==> src/verilog/memPkg.sv <==
package memPkg;

    // kind of transfer launched by the arbiter
    typedef enum logic [1:0] {
        opFetch = 2'd0,
        opLoad  = 2'd1,
        opStore = 2'd2
    } memOp;

    // byte-serial sequencer states
    typedef enum logic [1:0] {
        stIdle  = 2'd0,
        stIssue = 2'd1,
        stDrain = 2'd2
    } seqState;

    // RAM direction
    localparam logic ramRead  = 1'b0;
    localparam logic ramWrite = 1'b1;

    // addr[17:16] equal to this selects the I/O region
    localparam logic [1:0] IoRegionTop = 2'd3;

endpackage

==> src/verilog/memReqIf.sv <==
`timescale 1ns/1ps

interface memReqIf #(
    parameter int AddrWidth = 17
);
    import memPkg::*;

    // one-cycle launch strobe, only while busy is low
    logic                 start;
    memOp                 op;
    logic [AddrWidth-1:0] addr;
    logic [2:0]           len;
    logic [31:0]          wdata;
    // high from the cycle after start up to the done cycle
    logic                 busy;

    modport source (
        output start, op, addr, len, wdata,
        input  busy
    );

    modport sink (
        input  start, op, addr, len, wdata,
        output busy
    );

endinterface

==> src/verilog/memArbiter.sv <==
`timescale 1ns/1ps

module memArbiter #(
    parameter int AddrWidth = 17
) (
    input  logic        clk,
    input  logic        rst,
    input  logic        rdy,
    input  logic        ioBufferFull,

    input  logic        fetchEn,
    input  logic [31:0] fetchAddr,

    input  logic        dataEn,
    input  logic        dataStore,
    input  logic [2:0]  dataLen,
    input  logic [31:0] dataAddr,
    input  logic [31:0] dataWdata,

    input  logic        fetchDone,
    input  logic        dataDone,

    memReqIf.source     req
);
    import memPkg::*;

    logic ioStore;
    logic dataOk;
    logic fetchOk;
    logic fetchBlock;
    logic dataBlock;
    logic launch;

    assign ioStore = dataStore && (dataAddr[17:16] == IoRegionTop);

    // stores to the I/O region wait for room in the output buffer
    assign dataOk  = dataEn && !dataBlock && !(ioStore && ioBufferFull);
    assign fetchOk = fetchEn && !fetchBlock;

    // start is registered, so skip the cycle it is already high
    assign launch = !req.busy && !req.start && (dataOk || fetchOk);

    always_ff @(posedge clk) begin
        if (rst) begin
            req.start  <= 1'b0;
            fetchBlock <= 1'b0;
            dataBlock  <= 1'b0;
        end else if (rdy) begin
            req.start  <= launch;
            // a client's enable may still be up right after its done
            fetchBlock <= fetchDone;
            dataBlock  <= dataDone;
        end
    end

    // operands of the chosen client, data wins over fetch
    always_ff @(posedge clk) begin
        if (rdy && launch) begin
            if (dataOk) begin
                req.op    <= dataStore ? opStore : opLoad;
                req.addr  <= dataAddr[AddrWidth-1:0];
                req.len   <= dataLen;
                req.wdata <= dataWdata;
            end else begin
                req.op    <= opFetch;
                req.addr  <= fetchAddr[AddrWidth-1:0];
                req.len   <= 3'd4;
                req.wdata <= '0;
            end
        end
    end

    // the sequencer must have finished before a new launch
    startWhileIdle: assert property (
        @(posedge clk) disable iff (rst)
        req.start |-> !req.busy
    ) else $error("start pulsed while the sequencer was busy");

endmodule

==> src/verilog/memSequencer.sv <==
`timescale 1ns/1ps

module memSequencer #(
    parameter int AddrWidth = 17
) (
    input  logic                 clk,
    input  logic                 rst,
    input  logic                 rdy,

    memReqIf.sink                req,

    input  logic [7:0]           memRdata,
    output logic [AddrWidth-1:0] memAddr,
    output logic                 memRw,
    output logic [7:0]           memWdata,

    output logic                 fetchDone,
    output logic                 dataDone,
    output logic [31:0]          inst,
    output logic [31:0]          rdata
);
    import memPkg::*;

    seqState              state;
    seqState              stateNext;
    memOp                 opQ;
    logic [AddrWidth-1:0] baseQ;
    logic [2:0]           lenQ;
    logic [31:0]          wdataQ;
    logic [31:0]          word;

    logic [1:0]           issueIdx;
    logic [1:0]           issueNext;
    logic [1:0]           capIdx;
    logic [1:0]           capNext;
    logic                 rwNext;

    // address presented last cycle and its byte index
    logic                 flightValid;
    logic [1:0]           flightIdx;

    logic                 isStore;
    logic                 lastIssue;
    logic                 capture;
    logic                 readDone;
    logic                 storeDone;
    logic                 doneNow;
    logic [AddrWidth-1:0] addrBase;
    logic [31:0]          wdataSel;
    logic [31:0]          assembled;

    assign isStore   = (opQ == opStore);
    assign lastIssue = ({1'b0, issueIdx} == lenQ - 3'd1);

    // only take the byte if it is the next missing lane
    assign capture   = (state != stIdle) && !isStore && flightValid && (flightIdx == capIdx);
    assign readDone  = capture && ({1'b0, capIdx} == lenQ - 3'd1);
    assign storeDone = isStore && (state == stDrain);
    assign doneNow   = rdy && (readDone || storeDone);

    assign fetchDone = doneNow && (opQ == opFetch);
    assign dataDone  = doneNow && (opQ != opFetch);
    assign req.busy  = (state != stIdle);

    assign addrBase = (state == stIdle) ? req.addr : baseQ;
    assign wdataSel = (state == stIdle) ? req.wdata : wdataQ;

    always_comb begin
        stateNext = state;
        issueNext = issueIdx;
        capNext   = capIdx;
        rwNext    = memRw;
        if (!rdy) begin
            rwNext = ramRead;
            // rewind so the oldest missing byte is read again
            if (state != stIdle && !isStore) begin
                stateNext = stIssue;
                issueNext = capIdx;
            end
        end else begin
            if (capture) begin
                capNext = capIdx + 2'd1;
            end
            case (state)
                stIdle: begin
                    if (req.start) begin
                        stateNext = stIssue;
                        issueNext = '0;
                        capNext   = '0;
                        rwNext    = (req.op == opStore) ? ramWrite : ramRead;
                    end
                end
                stIssue: begin
                    if (readDone) begin
                        stateNext = stIdle;
                    end else if (isStore && memRw == ramRead) begin
                        // write again the byte cut off by a stall
                        rwNext = ramWrite;
                    end else if (lastIssue) begin
                        stateNext = stDrain;
                        rwNext    = ramRead;
                    end else begin
                        issueNext = issueIdx + 2'd1;
                    end
                end
                stDrain: begin
                    if (readDone || storeDone) begin
                        stateNext = stIdle;
                    end else if (!isStore) begin
                        stateNext = stIssue;
                        issueNext = capNext;
                    end
                end
                default: stateNext = stIdle;
            endcase
        end
    end

    always_ff @(posedge clk) begin
        if (rst) begin
            state       <= stIdle;
            issueIdx    <= '0;
            capIdx      <= '0;
            memRw       <= ramRead;
            flightValid <= 1'b0;
        end else begin
            state       <= stateNext;
            issueIdx    <= issueNext;
            capIdx      <= capNext;
            memRw       <= rwNext;
            // the RAM reads every cycle, stall or not
            flightValid <= (state == stIssue) && !isStore;
        end
    end

    always_ff @(posedge clk) begin
        if (state == stIdle && rdy && req.start) begin
            opQ    <= req.op;
            baseQ  <= req.addr;
            lenQ   <= req.len;
            wdataQ <= req.wdata;
        end
        if (rdy && capture) begin
            word[{capIdx, 3'b000} +: 8] <= memRdata;
        end
        flightIdx <= issueIdx;
        memAddr   <= addrBase + AddrWidth'(issueNext);
        memWdata  <= wdataSel[{issueNext, 3'b000} +: 8];
    end

    // little-endian, newest byte straight from the RAM
    always_comb begin
        assembled = word;
        assembled[{capIdx, 3'b000} +: 8] = memRdata;
    end

    always_comb begin
        case (lenQ)
            3'd1:    rdata = {24'd0, assembled[7:0]};
            3'd2:    rdata = {16'd0, assembled[15:0]};
            default: rdata = assembled;
        endcase
    end

    assign inst = assembled;

    lenLegal: assert property (
        @(posedge clk) disable iff (rst)
        (state != stIdle) |-> (lenQ inside {3'd1, 3'd2, 3'd4})
    ) else $error("illegal transfer length %0d", lenQ);

    // a done pulse lasts one cycle, so the other port cannot overlap it
    oneDone: assert property (
        @(posedge clk) disable iff (rst)
        (fetchDone || dataDone) |=> !(fetchDone || dataDone)
    ) else $error("done pulse longer than one cycle");

    // a fetch transfer never writes the RAM
    fetchNotStore: assert property (
        @(posedge clk) disable iff (rst)
        (state != stIdle && opQ == opFetch) |-> (memRw == ramRead)
    ) else $error("RAM write during a fetch transfer");

endmodule

==> src/verilog/memCtrl.sv <==
`timescale 1ns/1ps

module memCtrl #(
    parameter int AddrWidth = 17
) (
    input  logic                 clk,
    input  logic                 rst,
    input  logic                 rdy,
    input  logic                 ioBufferFull,

    // RAM side
    input  logic [7:0]           memRdata,
    output logic [AddrWidth-1:0] memAddr,
    output logic                 memRw,
    output logic [7:0]           memWdata,

    // instruction fetch
    input  logic                 fetchEn,
    input  logic [31:0]          fetchAddr,
    output logic                 fetchDone,
    output logic [31:0]          inst,

    // data port
    input  logic                 dataEn,
    input  logic                 dataStore,
    input  logic [2:0]           dataLen,
    input  logic [31:0]          dataAddr,
    input  logic [31:0]          dataWdata,
    output logic                 dataDone,
    output logic [31:0]          rdata
);

    memReqIf #(.AddrWidth(AddrWidth)) reqIf_i ();

    memArbiter #(.AddrWidth(AddrWidth)) arbiter_i (
        .clk          (clk),
        .rst          (rst),
        .rdy          (rdy),
        .ioBufferFull (ioBufferFull),
        .fetchEn      (fetchEn),
        .fetchAddr    (fetchAddr),
        .dataEn       (dataEn),
        .dataStore    (dataStore),
        .dataLen      (dataLen),
        .dataAddr     (dataAddr),
        .dataWdata    (dataWdata),
        // done pulses feed the per-client block
        .fetchDone    (fetchDone),
        .dataDone     (dataDone),
        .req          (reqIf_i.source)
    );

    memSequencer #(.AddrWidth(AddrWidth)) sequencer_i (
        .clk       (clk),
        .rst       (rst),
        .rdy       (rdy),
        .req       (reqIf_i.sink),
        .memRdata  (memRdata),
        .memAddr   (memAddr),
        .memRw     (memRw),
        .memWdata  (memWdata),
        .fetchDone (fetchDone),
        .dataDone  (dataDone),
        .inst      (inst),
        .rdata     (rdata)
    );

endmodule

==> config.mk <==
export PLATFORM = sky130hd
export DESIGN_NAME = memCtrl
export DESIGN_NICKNAME = d
export VERILOG_FILES = /design/src/verilog/memPkg.sv /design/src/verilog/memReqIf.sv /design/src/verilog/memArbiter.sv /design/src/verilog/memSequencer.sv /design/src/verilog/memCtrl.sv
export SDC_FILE = /design/constraint.sdc
export NUM_CORES = 1
export LEC_CHECK = 0
export ABC_AREA = 1
export BUFFER_PORTS_ARGS = -buffer_cell sky130_fd_sc_hd__buf_4
export CORE_ASPECT_RATIO = 0.9
export CORE_MARGIN = 1.5
export CORE_UTILIZATION = 37
export DETAILED_ROUTE_END_ITERATION = 12
export PLACE_DENSITY_LB_ADDON = 0.25
export SLEW_MARGIN = 5
export SYNTH_ARGS = -nofsm -noshare
export SYNTH_HDL_FRONTEND = slang
export SYNTH_SLANG_ARGS = --single-unit
==> constraint.sdc <==
create_clock -name clk -period 7.3 [get_ports clk]
set_clock_uncertainty 0.1 [all_clocks]
set_input_delay 1.825 -clock clk [delete_from_list [all_inputs] [get_ports clk]]
set_output_delay 1.825 -clock clk [all_outputs]
set_load 0.02 [all_outputs]
After elaboration in Yosys (flattened, before gate mapping)
Cells that the tools add are included.

Add/sub/neg operators: 5. Equality and inequality tests: 17. Shift-type cells: 3. Muxes and demuxes: 33. Bitwise logic cells: 2. Reductions and logical operators: 38.

Operator list (number): $pmux 32 s2 (1); $mux 2 (20); $mux 17 (2); $bwmux 32 (1); $mux 32 (1); $shift 8x7->32 const A (1); $shiftx 32x6->8 (1); $shiftx 8x7->32 (1); $logic_and 1x1->1 (21); $add 17x2->17 (1); $pmux 2 s3 (2); $eq 2x2->1 const B (4); $reduce_bool 2->1 (4); $neg 5->7 (1); $eq 2x3->1 (2); $logic_not 1->1 (6); $mux 1 (5); $reduce_and 5->1 (1); $add 2x1->2 const B (2); $logic_not 2->1 (2); $ne 2x2->1 const B (2); $ne 4x2->1 const B (1); $ne 4x3->1 const B (1); $ne 4x4->1 const B (1); other kinds (12) (14).

Flip-flop bits (word level): 178. Bits of input ports: 114. Word-level logic and storage cells: 118.

Logic depth before layout (Yosys ltp)
Word-level depth: 11. Mapped depth: 24.

Cells and area by module
A second synthesis with hierarchy kept.

Cell total of the unflattened synthesis: 853. Area total of the unflattened synthesis: 8303.0 um^2.

Modules (own cells, without submodules): memSequencer (times used 1, cells an instance 646, area each 5994.5 um^2, sequential area each 3283.1 um^2); memArbiter (times used 1, cells an instance 207, area each 2308.5 um^2, sequential area each 1681.6 um^2).

Worst setup path after synthesis
No wires, ideal clock.

Path type: input-to-reg. Start point: input port rdy. End point: register arbiter_i.req.addr[0] (enable). Library setup time: 0.535 ns. Arrival time: 6.159 ns. Data required time: 6.665 ns. Slack: 0.506 ns. Stages: 4. Buffers on the path: 2. Cells stage by stage: clkbuf_1 > inv_1 > clkbuf_1 > nor3_1.

Longest elaborated chain between the ends: 1.

RTL lines: start, declared (RTL line memCtrl.sv:8) `input logic rdy,`; $logic_and 1x1->1 (RTL line memArbiter.sv:58) `if (rdy && launch) begin`; end signal, assigned (RTL line memArbiter.sv:61) `req.addr <= dataAddr[AddrWidth-1:0];`; end signal, assigned (RTL line memArbiter.sv:66) `req.addr <= fetchAddr[AddrWidth-1:0];`; end, declared (RTL line memReqIf.sv:18) `output start, op, addr, len, wdata,`.

Every way passes these cells. A chain may end at the register's enable or synchronous reset.

Worst setup path in the final report
Start point: register sequencer_i.capIdx[0]. End point: output port rdata[14].

Longest elaborated chain between the ends: 4. Elaborated cells on any way between the ends: 5.

RTL lines: start, declared (RTL line memSequencer.sv:34) `logic [1:0] capIdx;`; start signal, assigned (RTL line memSequencer.sv:129) `capIdx <= capNext;`; $neg 5->7 (*) (RTL line memSequencer.sv:154) `assembled[{capIdx, 3'b000} +: 8] = memRdata;`; $shiftx 8x7->32 / $shift 8x7->32 (equally long branches) (RTL line memSequencer.sv:154); $bwmux 32 (*) (RTL line memSequencer.sv:154); $pmux 32 s2 (*) (RTL line memSequencer.sv:158) `case (lenQ)`; end, declared (RTL line memCtrl.sv:30) `output logic [31:0] rdata`.

Every way passes the cells marked *; elsewhere a longest branch is shown, timed or not.

==> metrics <==
outcome completed; largest net degree at the start of global routing 55; initial antenna violation count 0; Final Hold Viols 0; Clock Path Buffers 2; synthesized instance count ~860; Final Wtd Congestion 0.817; Mean Syn Cell Area ~9.6 um2; Worst Path Max Fanout 17; IO Pins approximately 200; Iteration-0 DRC Markers between 300 and 400; synth warn 0; first-pass GRT wire length about 28000 um; post-cts repair resize count 0; # H-tree levels 4; number of synthesized flops with an enable pin 140; Final Slew Violations 0; First-pass DRT Iterations 5; total gr overflow 0; layout cell share with drive strength beyond 1 0.244; slowest stage delay, CP roughly 0.73 ns; IO buf count ~180; min Tclk post-route 5.08 ns; Core Area ~22000 um2; post-route ant nets 0; Peak Freq slightly below 200 MHz; most numerous cell in the Yosys netlist nand2_1; r2r startpoint sequencer_i.capIdx[0]; buffers plus inverters on the worst setup path 3; TritonCTS Buffers 17; placed cells roughly 1300; PnR worst setup slack 2.22 ns; GRT Util Overall 0.156; CTS tree done; Synth Register Bits approximately 180; synth cell count leaders 247 x nand2_1, 140 x edfxtp_1, 125 x inv_1, 79 x nor2_1, 38 x dfxtp_1; Worst VDD drop 0.000157 V; WL/cell 13.5 um; hold crit path type reg2reg; final std cells w/o fill around 1300; Seq/Total Area, Yosys 0.602; routed wire length 18100 um; fin nets 1156; Post-synth ARST share 0; max-cap violations 0; Post-Syn Nets roughly 990; Pwr Density between 200 and 250 nW/um2; area grow syn2layout 25.8%; kind of end point of the critical path output port; DRC viols 0; post-DP HPWL around 13000 um; fin crit share 0.696; Layout fillers roughly 2000; Synth Cell Area roughly 8200 um2; # Post-CTS Setup Buffers 0; hold path start arbiter_i.req.len[1]; die area roughly 23000 um2; Setup violations, final 0; distinct cell type count after synthesis 40; worst-skew pair later-pin latency roughly 0.43 ns; setup TNS 0 ns; Avg Vias per Cell between 4 and 5; leakage power 4.89 nW; Slew HR 0.368; RSZ-0062 raised after global routing no; Clock Sinks 178; CP max-delay cell dfxtp_1; Fin Hold WS 0.326 ns; crit path from sequencer_i.capIdx[0]; CP Data Required Time between 5 and 6 ns; DIE WIDTH approximately 160 um; num rows slightly above 50; synth top area cells edfxtp_1 51%, nand2_1 11%, dfxtp_1 9.2%; Slew @ Worst Pin 0.940 ns; antenna cells 0; Post-synth top flop edfxtp_1; die height 145 um; root buf cell clkbuf_16; Initial Util 0.379; post-synth top area cell edfxtp_1; CTS clk-pin slew, worst paths around 0.07 ns; cts hold-fix bufs 0; delay-heaviest family, CP simple AND/OR/NAND/NOR gates; CP Class reg2out; Worst Path Arrival 3.15 ns; startpoint class of the critical path flip-flop; vias in the first global route ~5300; Synth top area share 0.510; Vias 5966; pre-CTS setup slack 2.49 ns; CP Cell Sequence inv_2, ha_1, inv_1, nor3_1, a21boi_0, nor2_1, buf_4
==> logic make-up (layout without fill, tap and decap cells) <==
group / after synthesis / count (layout) / share of synthesized area
DFF: 178 / 178 / 0.602
and+or+nand+nor: 403 / 403 / 0.206
muxes: 20 / 20 / 0.0243
adders and majority gates: 11 / 11 / 0.0176
buffers and inverters: 167 / 348 / 0.0842
xor gates and xnor gates: 15 / 15 / 0.0159
AOI/OAI and AO/OA: 69 / 69 / 0.0496
==> power by group <==
group | total (W) | internal [W] | switching [W]
Sequential | 0.00122 | 0.00119 | 0.0000294
Clock | 0.000875 | 0.000452 | 0.000423
Combinational | 0.000448 | 0.000173 | 0.000275
Total | 0.00254 | 0.00181 | 0.000727
==> flip-flops by register name (all words and copies together) (netlist names), 2 cells and up <==
name	flops
sequencer_i.flightIdx	2
arbiter_i.req.op	2
sequencer_i.opQ	2
sequencer_i.issueIdx	2
sequencer_i.state	2
arbiter_i.req.wdata	32
sequencer_i.baseQ	17
sequencer_i.lenQ	3
sequencer_i.wdataQ	32
sequencer_i.capIdx	2
sequencer_i.word	32
sequencer_i.memWdata	8
arbiter_i.req.len	3
sequencer_i.memAddr	17
arbiter_i.req.addr	17
==> metal layers <==
metal  vias to the layer above  share of wire  wire length, um  global-route usage
met5                         -              0                0                   0
met4                         0         0.0064              115              0.0354
met3                         9          0.039              712              0.0361
met2                       123           0.49             8880               0.255
met1                      2723           0.46             8360               0.211
li1                       3111              -                -                   -
==> per-stage QoR <==
| step | area, um2 | total power (W) | utilization |
|---|---|---|---|
| 3_3_place_gp | 9810 | 0.00169 | 0.451 |
| 5_1_grt | 10400 | 0.00266 | 0.477 |
| 3_5_place_dp | 9810 | 0.00170 | 0.451 |
| 6_report | 10400 | 0.00254 | 0.477 |
| 4_1_cts | 10400 | 0.00257 | 0.477 |
| 2_1_floorplan | 8250 | 0.00153 | - |
==> placed cells by master (no fill, tap or decap), drive strengths merged <==
master,count
o211ai,1
dfxtp,38
nand4,5
nor2,87
a211oi,1
nand3b,1
a21boi,7
nor3,9
or2,6
nand2,255
edfxtp,140
inv,139
clkbuf,17
nand3,40
buf,182
mux2i,20
o22ai,16
ha,10
xnor2,6
a21oi,24
o21a,1
xor2,9
clkinv,10
o21ai,19
fa,1
==> area by class of cell <==
cell class                      instances  area [um2]  share of cell area
Sequential cell                       178        4960               0.478
Multi-Input combinational cell        518        2610               0.252
Timing Repair Buffer                  182        1370               0.132
Inverter                              134         503              0.0485
Clock buffer                           17         425              0.0410
Tap cell                              291         364              0.0351
Clock inverter                         15         141              0.0136
==> final timing paths <==
check	to	slack, ns	depth (start not counted)
max	rdata[14]	2.22	7
min	sequencer_i.lenQ[1]	0.33	0
max reg2reg	sequencer_i.memAddr[13]	3.21	20
min reg2reg	sequencer_i.lenQ[1]	0.33	0
No activity file was read; power rests on OpenSTA's default activity.
